$ cat config.mk
export PLATFORM = sky130hd
export DESIGN_NAME = periph_top
export DESIGN_NICKNAME = d
export VERILOG_FILES = /design/src/rtl/periph_pkg.sv /design/src/rtl/periph_top.sv /design/src/rtl/spi_master.sv /design/src/rtl/uart_tx.sv /design/src/rtl/periph_regs.sv
export SDC_FILE = /design/constraint.sdc
export NUM_CORES = 1
export LEC_CHECK = 0
export BUFFER_PORTS_ARGS = -buffer_cell sky130_fd_sc_hd__buf_2
export CAP_MARGIN = 20
export CELL_PAD_IN_SITES_DETAIL_PLACEMENT = 0
export CELL_PAD_IN_SITES_GLOBAL_PLACEMENT = 1
export CORE_MARGIN = 10
export CORE_UTILIZATION = 40
export DETAILED_ROUTE_END_ITERATION = 10
export PLACE_DENSITY_LB_ADDON = 0.25
export SYNTH_ARGS = -nofsm -noshare
export SYNTH_HDL_FRONTEND = slang
export SYNTH_HIERARCHICAL = 1
export SYNTH_SLANG_ARGS = --single-unit
$ cat constraint.sdc
create_clock -name clk -period 4.5 [get_ports clk]
set_clock_uncertainty 0.2 [all_clocks]
set_input_delay 0.9 -clock clk [delete_from_list [all_inputs] [get_ports clk]]
set_output_delay 0.9 -clock clk [all_outputs]
set_load 0.005 [all_outputs]
$ cat src/rtl/periph_pkg.sv
// shared data widths, register address map and serial engine state encodings
`default_nettype none

package periph_pkg;

  // register port widths
  localparam int DATA_W = 8;
  localparam int ADDR_W = 3;

  // leds out and dip switches in
  localparam int LED_W = 8;
  localparam int DIP_W = 4;

  // register map
  // 6 and 7 are unused, read zero and drop writes
  typedef enum logic [ADDR_W-1:0] {
    ADDR_GPIO_OUT  = 3'd0,
    ADDR_GPIO_IN   = 3'd1,
    ADDR_UART_DATA = 3'd2,
    ADDR_STATUS    = 3'd3,
    ADDR_SPI_DATA  = 3'd4,
    ADDR_SPI_CS    = 3'd5
  } reg_addr_e;

  // 8N1 transmitter framing states
  typedef enum logic [1:0] {
    UART_IDLE  = 2'd0,
    UART_START = 2'd1,
    UART_DATA  = 2'd2,
    UART_STOP  = 2'd3
  } uart_state_e;

  // mode-0 shifter states for the low and high half of each bit
  typedef enum logic [1:0] {
    SPI_IDLE = 2'd0,
    SPI_LOW  = 2'd1,
    SPI_HIGH = 2'd2
  } spi_state_e;

endpackage

`default_nettype wire
$ cat src/rtl/periph_top.sv
// peripheral top: register block, uart transmitter and spi master
`timescale 1ns/100ps
`default_nettype none

module periph_top #(
  parameter int CLKS_PER_BIT = 16,
  parameter int SPI_HALF_DIV = 4
) (
  input  wire logic                          clk,
  input  wire logic                          i_rst_n,
  // host register port
  input  wire logic                          i_req,
  input  wire logic                          i_we,
  input  wire logic [periph_pkg::ADDR_W-1:0] i_addr,
  input  wire logic [periph_pkg::DATA_W-1:0] i_wdata,
  output logic                               o_ack,
  output logic      [periph_pkg::DATA_W-1:0] o_rdata,
  // board pins
  input  wire logic [periph_pkg::DIP_W-1:0]  i_gpio_dip,
  output logic      [periph_pkg::LED_W-1:0]  o_gpio_led,
  output logic                               o_uart_td,
  output logic                               o_spi_cs_n,
  output logic                               o_spi_sclk,
  output logic                               o_spi_mosi,
  input  wire logic                          i_spi_miso
);

  // register block to engines
  logic                          uart_start;
  logic [periph_pkg::DATA_W-1:0] uart_byte;
  logic                          uart_busy;
  logic                          spi_start;
  logic [periph_pkg::DATA_W-1:0] spi_byte;
  logic                          spi_busy;
  logic [periph_pkg::DATA_W-1:0] spi_rx_byte;

  periph_regs i_periph_regs (
    .clk           (clk),
    .i_rst_n       (i_rst_n),
    .i_req         (i_req),
    .i_we          (i_we),
    .i_addr        (i_addr),
    .i_wdata       (i_wdata),
    .o_ack         (o_ack),
    .o_rdata       (o_rdata),
    .i_gpio_dip    (i_gpio_dip),
    .o_gpio_led    (o_gpio_led),
    .i_uart_busy   (uart_busy),
    .o_uart_start  (uart_start),
    .o_uart_byte   (uart_byte),
    .i_spi_busy    (spi_busy),
    .i_spi_rx_byte (spi_rx_byte),
    .o_spi_start   (spi_start),
    .o_spi_byte    (spi_byte),
    .o_spi_cs_n    (o_spi_cs_n)
  );

  // console transmitter
  uart_tx #(
    .CLKS_PER_BIT (CLKS_PER_BIT)
  ) i_uart_tx (
    .clk     (clk),
    .i_rst_n (i_rst_n),
    .i_start (uart_start),
    .i_byte  (uart_byte),
    .o_td    (o_uart_td),
    .o_busy  (uart_busy)
  );

  // sd card shifter with chip select held in the register block
  spi_master #(
    .SPI_HALF_DIV (SPI_HALF_DIV)
  ) i_spi_master (
    .clk       (clk),
    .i_rst_n   (i_rst_n),
    .i_start   (spi_start),
    .i_byte    (spi_byte),
    .i_miso    (i_spi_miso),
    .o_sclk    (o_spi_sclk),
    .o_mosi    (o_spi_mosi),
    .o_busy    (spi_busy),
    .o_rx_byte (spi_rx_byte)
  );

endmodule

`default_nettype wire

$ cat src/rtl/spi_master.sv
// mode-0 spi byte shifter, msb first, with half-period clock divider
`timescale 1ns/100ps
`default_nettype none

module spi_master #(
  parameter int SPI_HALF_DIV = 4
) (
  input  wire logic                          clk,
  input  wire logic                          i_rst_n,
  input  wire logic                          i_start,
  input  wire logic [periph_pkg::DATA_W-1:0] i_byte,
  input  wire logic                          i_miso,
  output logic                               o_sclk,
  output logic                               o_mosi,
  output logic                               o_busy,
  output logic      [periph_pkg::DATA_W-1:0] o_rx_byte
);

  localparam int DIV_W = (SPI_HALF_DIV > 1) ? $clog2(SPI_HALF_DIV) : 1;
  localparam logic [DIV_W-1:0] DIV_LAST = DIV_W'(SPI_HALF_DIV - 1);

  periph_pkg::spi_state_e        state;
  logic [DIV_W-1:0]              div_cnt;
  logic [2:0]                    bit_idx;
  logic [periph_pkg::DATA_W-1:0] tx_q;
  logic [periph_pkg::DATA_W-1:0] rx_q;
  logic                          half_end;
  logic                          start_go;
  logic                          sclk_rise;
  logic                          sclk_fall;
  logic                          last_bit;

  assign half_end  = (div_cnt == DIV_LAST);
  assign start_go  = (state == periph_pkg::SPI_IDLE) && i_start;
  // sample point and shift point of mode 0
  assign sclk_rise = (state == periph_pkg::SPI_LOW) && half_end;
  assign sclk_fall = (state == periph_pkg::SPI_HIGH) && half_end;
  assign last_bit  = (bit_idx == 3'd7);
  assign o_busy    = (state != periph_pkg::SPI_IDLE);

  always_ff @(posedge clk or negedge i_rst_n) begin
    if (!i_rst_n) begin
      state   <= periph_pkg::SPI_IDLE;
      div_cnt <= '0;
      bit_idx <= '0;
      o_sclk  <= 1'b0;
      o_mosi  <= 1'b0;
    end else begin
      if (state == periph_pkg::SPI_IDLE || half_end) begin
        div_cnt <= '0;
      end else begin
        div_cnt <= div_cnt + 1'b1;
      end
      if (start_go) begin
        // first bit set up one cycle after start while sclk stays low
        state   <= periph_pkg::SPI_LOW;
        bit_idx <= '0;
        o_mosi  <= i_byte[periph_pkg::DATA_W-1];
      end else if (sclk_rise) begin
        state  <= periph_pkg::SPI_HIGH;
        o_sclk <= 1'b1;
      end else if (sclk_fall) begin
        o_sclk <= 1'b0;
        if (last_bit) begin
          // byte done and both lines back to idle low
          state  <= periph_pkg::SPI_IDLE;
          o_mosi <= 1'b0;
        end else begin
          state   <= periph_pkg::SPI_LOW;
          bit_idx <= bit_idx + 1'b1;
          o_mosi  <= tx_q[periph_pkg::DATA_W-2];
        end
      end
    end
  end

  // shift registers and received byte
  always_ff @(posedge clk) begin
    if (start_go) begin
      tx_q <= i_byte;
    end else if (sclk_fall) begin
      tx_q <= tx_q << 1;
    end
    if (sclk_rise) begin
      rx_q <= {rx_q[periph_pkg::DATA_W-2:0], i_miso};
    end
    // all 8 bits in by the last rising edge
    if (sclk_fall && last_bit) begin
      o_rx_byte <= rx_q;
    end
  end

endmodule

`default_nettype wire

$ cat src/rtl/uart_tx.sv
// 8N1 serial transmitter with bit-period counter and bit index
`timescale 1ns/100ps
`default_nettype none

module uart_tx #(
  parameter int CLKS_PER_BIT = 16
) (
  input  wire logic                          clk,
  input  wire logic                          i_rst_n,
  input  wire logic                          i_start,
  input  wire logic [periph_pkg::DATA_W-1:0] i_byte,
  output logic                               o_td,
  output logic                               o_busy
);

  localparam int CNT_W = (CLKS_PER_BIT > 1) ? $clog2(CLKS_PER_BIT) : 1;
  localparam logic [CNT_W-1:0] CNT_LAST = CNT_W'(CLKS_PER_BIT - 1);

  periph_pkg::uart_state_e       state;
  logic [CNT_W-1:0]              bit_cnt;
  logic [2:0]                    bit_idx;
  logic [periph_pkg::DATA_W-1:0] data_q;
  logic                          bit_end;
  logic                          start_go;

  // end of the current bit period
  assign bit_end  = (bit_cnt == CNT_LAST);
  assign start_go = (state == periph_pkg::UART_IDLE) && i_start;
  assign o_busy   = (state != periph_pkg::UART_IDLE);

  always_ff @(posedge clk or negedge i_rst_n) begin
    if (!i_rst_n) begin
      state   <= periph_pkg::UART_IDLE;
      bit_cnt <= '0;
      bit_idx <= '0;
      o_td    <= 1'b1;
    end else begin
      // period counter runs in every non-idle state
      if (state == periph_pkg::UART_IDLE || bit_end) begin
        bit_cnt <= '0;
      end else begin
        bit_cnt <= bit_cnt + 1'b1;
      end
      case (state)
        periph_pkg::UART_IDLE: begin
          o_td <= 1'b1;
          if (i_start) begin
            // start bit on the next cycle
            state <= periph_pkg::UART_START;
            o_td  <= 1'b0;
          end
        end
        periph_pkg::UART_START: begin
          if (bit_end) begin
            state   <= periph_pkg::UART_DATA;
            bit_idx <= '0;
            o_td    <= data_q[0];
          end
        end
        periph_pkg::UART_DATA: begin
          if (bit_end) begin
            if (bit_idx == 3'd7) begin
              // stop bit
              state <= periph_pkg::UART_STOP;
              o_td  <= 1'b1;
            end else begin
              bit_idx <= bit_idx + 1'b1;
              o_td    <= data_q[1];
            end
          end
        end
        default: begin
          if (bit_end) begin
            state <= periph_pkg::UART_IDLE;
          end
        end
      endcase
    end
  end

  // lsb first with one right shift per data bit
  always_ff @(posedge clk) begin
    if (start_go) begin
      data_q <= i_byte;
    end else if (state == periph_pkg::UART_DATA && bit_end) begin
      data_q <= data_q >> 1;
    end
  end

endmodule

`default_nettype wire

$ cat src/rtl/periph_regs.sv
// register decoder with four-phase req/ack, gpio registers, dip synchronizer and engine starts
`timescale 1ns/100ps
`default_nettype none

module periph_regs (
  input  wire logic                          clk,
  input  wire logic                          i_rst_n,
  // host side, four-phase handshake
  input  wire logic                          i_req,
  input  wire logic                          i_we,
  input  wire logic [periph_pkg::ADDR_W-1:0] i_addr,
  input  wire logic [periph_pkg::DATA_W-1:0] i_wdata,
  output logic                               o_ack,
  output logic      [periph_pkg::DATA_W-1:0] o_rdata,
  // gpio pins
  input  wire logic [periph_pkg::DIP_W-1:0]  i_gpio_dip,
  output logic      [periph_pkg::LED_W-1:0]  o_gpio_led,
  // uart engine
  input  wire logic                          i_uart_busy,
  output logic                               o_uart_start,
  output logic      [periph_pkg::DATA_W-1:0] o_uart_byte,
  // spi engine
  input  wire logic                          i_spi_busy,
  input  wire logic [periph_pkg::DATA_W-1:0] i_spi_rx_byte,
  output logic                               o_spi_start,
  output logic      [periph_pkg::DATA_W-1:0] o_spi_byte,
  output logic                               o_spi_cs_n
);

  periph_pkg::reg_addr_e               addr;
  logic [periph_pkg::DIP_W-1:0]        dip_meta;
  logic [periph_pkg::DIP_W-1:0]        dip_sync;
  logic                                wr_uart;
  logic                                wr_spi;
  logic                                ready;
  logic                                accept;
  logic [periph_pkg::DATA_W-1:0]       rd_mux;

  // raw address onto the register map so unused codes fall to default
  assign addr = periph_pkg::reg_addr_e'(i_addr);

  assign wr_uart = i_we && (addr == periph_pkg::ADDR_UART_DATA);
  assign wr_spi  = i_we && (addr == periph_pkg::ADDR_SPI_DATA);

  // hold off a start while that engine is still busy
  assign ready = !(wr_uart && i_uart_busy) && !(wr_spi && i_spi_busy);

  // new request only once ack is low and the previous cycle has closed
  assign accept = i_req && !o_ack && ready;

  // read data selection
  always_comb begin
    rd_mux = '0;
    case (addr)
      periph_pkg::ADDR_GPIO_OUT: rd_mux = o_gpio_led;
      periph_pkg::ADDR_GPIO_IN:  rd_mux = {{(periph_pkg::DATA_W - periph_pkg::DIP_W){1'b0}},
                                          dip_sync};
      periph_pkg::ADDR_STATUS:   rd_mux = {{(periph_pkg::DATA_W - 2){1'b0}},
                                          i_spi_busy, i_uart_busy};
      periph_pkg::ADDR_SPI_DATA: rd_mux = i_spi_rx_byte;
      periph_pkg::ADDR_SPI_CS:   rd_mux = {{(periph_pkg::DATA_W - 1){1'b0}}, o_spi_cs_n};
      // uart data is write only
      default:                   rd_mux = '0;
    endcase
  end

  // ack rises on accept and follows req back down
  always_ff @(posedge clk or negedge i_rst_n) begin
    if (!i_rst_n) begin
      o_ack <= 1'b0;
    end else if (o_ack) begin
      o_ack <= i_req;
    end else begin
      o_ack <= accept;
    end
  end

  // one-cycle start pulses at the accepting edge
  always_ff @(posedge clk or negedge i_rst_n) begin
    if (!i_rst_n) begin
      o_uart_start <= 1'b0;
      o_spi_start  <= 1'b0;
    end else begin
      o_uart_start <= accept && wr_uart;
      o_spi_start  <= accept && wr_spi;
    end
  end

  // led and chip select registers
  always_ff @(posedge clk or negedge i_rst_n) begin
    if (!i_rst_n) begin
      o_gpio_led <= '0;
      o_spi_cs_n <= 1'b1;
    end else if (accept && i_we) begin
      if (addr == periph_pkg::ADDR_GPIO_OUT) begin
        o_gpio_led <= i_wdata[periph_pkg::LED_W-1:0];
      end
      if (addr == periph_pkg::ADDR_SPI_CS) begin
        o_spi_cs_n <= i_wdata[0];
      end
    end
  end

  // outgoing bytes and read data
  always_ff @(posedge clk) begin
    if (accept) begin
      o_rdata <= rd_mux;
      if (wr_uart) begin
        o_uart_byte <= i_wdata;
      end
      if (wr_spi) begin
        o_spi_byte <= i_wdata;
      end
    end
  end

  // two flops on the switch inputs
  always_ff @(posedge clk or negedge i_rst_n) begin
    if (!i_rst_n) begin
      dip_meta <= '0;
      dip_sync <= '0;
    end else begin
      dip_meta <= i_gpio_dip;
      dip_sync <= dip_meta;
    end
  end

endmodule

`default_nettype wire

==> results.toml, run 1 <==
[setup_path]
r2r_cells = 7
reg2reg_to = "i_periph_regs/o_rdata[6]"
critPathRequiredTime_ps = 4370
crit_top_cell = "inv_1"
cpPeakStageDelay_ps = 620
path_class = "reg -> reg"
r2r_start = "i_uart_tx/state[0]"
cp-start-kind = "register"
crit_start = "i_uart_tx/state[0]"
end_kind = "register"
cp_num_buf_inv = 3
critPathMaxFanout = 9
endpoint = "i_periph_regs/o_rdata[6]"
critPathArrivalTime_ps = 2490
cp_num_cells = 7
critPathTopFamily = "compound AO/OA/AOI/OAI gates"
crit_chain = "inv_1, ha_1, inv_1, nand3b_1, o21ai_0, a311oi_1, buf_2"
crit_slowest_cell = "a311oi_1"
ff2ff_setup_slack_ps = 1880

[logic_synthesis]
postSynthCellCount = 250
syn_nets = 280
synth_top_area_share = 0.428
synthAdderAreaFrac = 0.0324
ys.warnings.count = 6
yosys.area.top_type = "edfxtp_1"
async_reset_ff_frac = 0.415
synthXorXnorAreaFrac = 0.00227
synth_edf_count = 55
synth.cell_area_um2 = 3860
synth_flop_cell = "edfxtp_1"
synth_compound_area_frac = 0.0487
synth_area_leaders = "edfxtp_1 (43%), dfrtp_1 (24%), mux2_2 (5.0%)"
synthDistinctLibCells = 47
ys_seq_area_frac = 0.682
synth_mux_area_frac = 0.109
yosys.area_share.simple = 0.0967
ys_ff_latch = 94
synth_top_family_by_area = "multiplexers"
avgSynthCellArea_um2 = 15.4

[place]
port-buffer-count = 40
preCtsSetupSlack_ps = 1560
place_congestion = 0.733
dp_hpwl_mm = 5.23

[route]
vias_per_cell = 4.77
route.vias.total = 2042
initialDrtViolationCount = 97
detail-route-antenna-nets = 0
drc = 0
wl_per_cell_um = 16.7
routed_wl_mm = 7.17
first_pass_iters = 4

[timing]
tns_ps = 0
tightest_slew_ps = 957
slew_headroom = 0.361
layout_setup_ws_ps = 1880
timing.final.crit_share = 0.583
rsz0062_at_grt = "no"
min_period_ps = 2620
fmax_mhz = 381
setup_violations = 0
slew_violations = 0
report.final.hold_viol_count = 0

[cells_and_area]
final_common_cell = "edfxtp_1"
final_cell_mix = "edfxtp_1 (55), buf_2 (41), dfrtp_1 (37)"
fin_util = 0.466
area_delta_synth_final_pct = 12.6
antennaDiodeCount = 0
nNetsFinal = 324
drive_above_1_share = 0.328

[clock_tree]
root_buffer = "clkbuf_8"
cts_buffer_depth = 2
cts_buffers = 9
cts_hold_buf = 0
tritoncts = "built"
path_clk_slew_ps = 90
h-tree-depth = 3
cts_resized = 0
clk_latency_ps = 360
clock-sinks = 94
cts_setup_buffers = 0

[grt]
grt_pass1_wl_mm = 11.8
grt_max_degree = 40
grt_pass1_vias = 2129
gr-total-overflow = 0
antenna_found_initial = 0
grt_usage = 0.107

[hold_path]
hold_path_class = "reg -> reg"

[floorplanning]
io_pins = 41
start_util = 0.414
dieArea_um2 = 14000
die_h_um = 118
die_x_um = 118
row_count = 35
fp.coreArea_um2 = 9330

[power_and_ir_drop]
fin_total_pwr_mw = 1.95
peakVddDrop_mv = 0.179
power_density_nw_per_um2 = 449
power_leakage_nw = 1.79

[run]
cap_viol_max_count = 0

[status]
status = "complete, no violations"
-- kinds of logic (layout without fill, tap and decap cells) --
logic type | count (synthesis) | count (layout)
AND/OR/NAND/NOR | 64 | 64
AO/OA/AOI/OAI | 27 | 27
flip-flops | 94 | 94
multiplexers | 35 | 35
buffers and inverters | 19 | 68
adder cells (fa/ha/maj) | 10 | 10
XOR/XNOR | 1 | 1
-- state kept, by name, summed over array words and instances, names as in the netlist, 4 cells and up --
name,count
i_periph_regs/o_gpio_led,8
i_periph_regs/o_rdata,8
i_periph_regs/o_spi_byte,8
i_periph_regs/o_uart_byte,8
i_spi_master/o_rx_byte,8
i_spi_master/rx_q,8
i_uart_tx/data_q,8
i_spi_master/tx_q,7
i_periph_regs/dip_meta,4
i_periph_regs/dip_sync,4
i_uart_tx/bit_cnt,4
-- worst register-to-register path, stage by stage (launching register included) --
cell and delay, ps:
dfrtp_1 410, inv_1 100, ha_1 340, inv_1 140
nand3b_1 120, o21ai_0 110, a311oi_1 620, buf_2 290
-- cells in the mapped netlist (2+ instances only) --
master and instances:
o2bb2ai_1 2, buf_6 4, nand3b_1 4, and3_1 3, nand2_1 17, o21ai_0 3
mux2_4 9, a22o_1 3, nand4b_1 2, buf_4 3, a31oi_1 3, a21oi_1 4
edfxtp_1 55, dfrtp_1 37, inv_1 10, mux2_1 2, dfstp_2 2, nor2_1 11
a22o_2 2, nor2b_1 5, nand4_1 2, mux2_2 17, nor3_1 7, ha_1 10
mux2i_1 7, o21ai_1 5
-- routing by layer --
layer  vias up  wire [um]  track usage
met5         -          0            0
met4         0        117       0.0487
met3        11        235       0.0276
met2        33       3420        0.162
met1       993       3400        0.140
li1       1005          -            -
-- worst min path at each step --
stage | from | end | slack, ps | depth (start not counted)
after global placement | i_periph_regs/dip_meta[3] | i_periph_regs/dip_sync[3] | 130 | 0
after detailed placement | i_periph_regs/dip_meta[2] | i_periph_regs/dip_sync[2] | 130 | 0
after CTS | i_periph_regs/dip_meta[2] | i_periph_regs/dip_sync[2] | 160 | 0
after floorplan | i_periph_regs/dip_meta[0] | i_periph_regs/dip_sync[0] | 130 | 0
after global routing | i_periph_regs/dip_meta[2] | i_periph_regs/dip_sync[2] | 160 | 0
final | i_periph_regs/dip_meta[3] | i_periph_regs/dip_sync[3] | 150 | 0
-- area by class of cell --
type                       count  area [um^2]
timing repair buffer          42          213
clock buffer                   9          124
clock inverter                 7         57.6
tap                          129          161
fill                         840         4980
sequential                    94         2630
inverter                      10         37.5
multi-input combinational    137         1120
-- power by group --
group	switching [mW]	internal, mW
Sequential	0.0774	1.01
Clock	0.309	0.209
Combinational	0.176	0.171
Total	0.562	1.39
-- per-stage QoR --
step / hold slack (ps) / std cells / instance area [um^2]
finish: 154 / 428 / 4340
global route: 161 / 428 / 4340
CTS: 156 / 428 / 4340
detailed placement: 135 / 412 / 4160
global placement: 134 / 411 / 4160
floorplan: 131 / 250 / 3860
No activity file was read; power rests on OpenSTA's default activity.
==> inputs of run 2 (changes only) <==
ABC_AREA = 1   (was not set)
clock period = 2.27 ns   (was 4.5 ns; I/O delays follow)
==> run 2 against run 1 <==
Critical path type unchanged. Synthesized cell count grew 28%. Combinational power rose to 2.5 times the previous value. Wire length rose by 3.3%. First-iteration DRC count is 43% higher. Sequential power grew 100%. Largest cell class unchanged. Register-to-register slack got worse by 1700 ps. Count of clock-buffer cells in the layout is 1 higher.
==> results.toml, run 2 <==
[grt]
grt_pass1_wl_mm = 12.4
grt_max_degree = 40
antenna_found_initial = 0
gr-total-overflow = 0
grt_usage = 0.110
grt_pass1_vias = 2458

[clock_tree]
root_buffer = "clkbuf_8"
clock-sinks = 94
clk_latency_ps = 350
cts_buffers = 9
tritoncts = "built"
cts_buffer_depth = 2
path_clk_slew_ps = 90
h-tree-depth = 3

[logic_synthesis]
synthDistinctLibCells = 30
postSynthCellCount = 319
ys_ff_latch = 94
syn_nets = 349
avgSynthCellArea_um2 = 12.1
yosys.area.top_type = "edfxtp_1"
ys.warnings.count = 6
ys_seq_area_frac = 0.682
synth.most_common_cell = "nand2_1"
synth_area_leaders = "edfxtp_1 (43%), dfrtp_1 (24%), nand2_1 (9.0%)"
async_reset_ff_frac = 0.415
synth_flop_cell = "edfxtp_1"
synth_commonest_cells = "nand2_1 (93), edfxtp_1 (55), dfrtp_1 (37)"
synth_edf_count = 55
synth_top_area_share = 0.428
synth.cell_area_um2 = 3860

[cells_and_area]
final_cell_mix = "nand2_1 (93), edfxtp_1 (55), buf_2 (40)"
final_common_cell = "nand2_1"
antennaDiodeCount = 0
area_delta_synth_final_pct = 16.3
nNetsFinal = 408
drive_above_1_share = 0.251
fillers = 879
fin_util = 0.481

[floorplanning]
start_util = 0.414
die_x_um = 118
dieArea_um2 = 14000
row_count = 35
die_h_um = 118
io_pins = 41
fp.coreArea_um2 = 9330

[status]
status = "complete, no violations"

[setup_path]
path_class = "reg -> reg"
critPathRequiredTime_ps = 2100
reg2reg_to = "i_periph_regs/o_uart_byte[2]"
critPathMaxFanout = 9
r2r_start = "i_uart_tx/state[0]"
cp-start-kind = "register"
ff2ff_setup_slack_ps = 220
r2r_cells = 8
end_kind = "register"
critPathArrivalTime_ps = 1880

[power_and_ir_drop]
power_leakage_nw = 1.99
power_density_nw_per_um2 = 930
peakVddDrop_mv = 0.332

[hold_path]
holdPathStages = 1
hold_path_startpoint = "i_spi_miso"
hold_path_class = "in -> reg"
min_to = "i_spi_master/rx_q[0]"

[route]
vias_per_cell = 4.63
routed_wl_mm = 7.40
first_pass_iters = 4
drt-met1-wl_mm = 3.51
detail-route-antenna-nets = 0
wl_per_cell_um = 14.5
route.vias.total = 2373
met3_length_um = 276
drc = 0
route.met2.wl_mm = 3.50
topRoutingLayerUsed = "met4"
initialDrtViolationCount = 139

[timing]
fmax_mhz = 487
report.final.hold_viol_count = 0
timing.final.crit_share = 0.905
min_period_ps = 2050
tightest_slew_ps = 525
slew_headroom = 0.650
slew_violations = 0
rsz0062_at_grt = "no"
tns_ps = 0
setup_violations = 0

[place]
dp_hpwl_mm = 5.40
place_congestion = 0.757
port-buffer-count = 40

[run]
cap_viol_max_count = 0
## run 2: logic make-up after synthesis
group | after synthesis | share of synthesized area
AOI/OAI and AO/OA | 10 | 0.0139
xor gates and xnor gates | 1 | 0.00227
adders and majority gates | 10 | 0.0324
buffers and inverters | 31 | 0.0370
DFF | 94 | 0.682
muxes | 7 | 0.0204
and+or+nand+nor | 166 | 0.212
## run 2: worst max path at each step
stage / startpoint / end / slack, ps / cells after the start
4_1_cts: i_uart_tx/state[0] / i_periph_regs/o_spi_byte[5] / 130 / 8
2_1_floorplan: i_uart_tx/state[0] / i_periph_regs/o_spi_byte[0] / 180 / 9
3_5_place_dp: i_uart_tx/state[0] / i_periph_regs/o_spi_byte[6] / 150 / 8
3_3_place_gp: i_uart_tx/state[0] / i_periph_regs/o_spi_byte[6] / 230 / 8
6_report: i_uart_tx/state[0] / i_periph_regs/o_uart_byte[2] / 220 / 8
5_1_grt: i_uart_tx/state[0] / i_periph_regs/o_uart_byte[4] / 20 / 8
## run 2: worst max-delay path, cell delays in order (launching register included)
cell and delay (ps):
dfrtp_1 420, inv_1 90, ha_1 210, inv_1 80
nand3_2 80, nand2_2 60, nor2_4 170, nand3_1 120
inv_1 300
## run 2: repair_timing
item / in CTS / in global routing
hold endpoints to repair: 41 / 0
setup endpoints to repair: 0 / 8
hold buffers: 5 / 0
buffers inserted: 0 / 0
resized for setup: 0 / 1
## run 2: layout make-up
type / count / area [um^2] / area share
clock buffers: 10 / 128 / 0.0284
repair buffers: 53 / 310 / 0.0692
flip-flops and latches: 94 / 2630 / 0.586
clock inverters: 6 / 70.1 / 0.0156
multi-input cells: 194 / 1090 / 0.243
inverters: 26 / 97.6 / 0.0218
well taps: 129 / 161 / 0.0360
## run 2: metal layers
layer	vias to the layer above	GRT usage
li1	1199	-
met1	1129	0.143
met2	36	0.172
met3	9	0.0295
met4	0	0.0417
met5	-	0
## run 2: report_power, final
part           leakage [nW]  switching [mW]  internal (mW)  total (mW)
logic                 0.909           0.511          0.362       0.873
clock network        0.0891           0.589          0.515        1.10
registers             0.993           0.160           2.03        2.19
## run 2: metrics by stage
step           hold WS [ps]  power [mW]  std cells  worst slack [ps]  cell area (um^2)
2_1_floorplan         -41.6        2.76        319               180              3860
3_3_place_gp            136        3.11        491               225              4230
3_5_place_dp            137        3.12        491               155              4230
4_1_cts                49.8        4.24        512               132              4480
5_1_grt                48.1        4.46        512              16.1              4490
6_report               66.7        4.17        512               215              4490
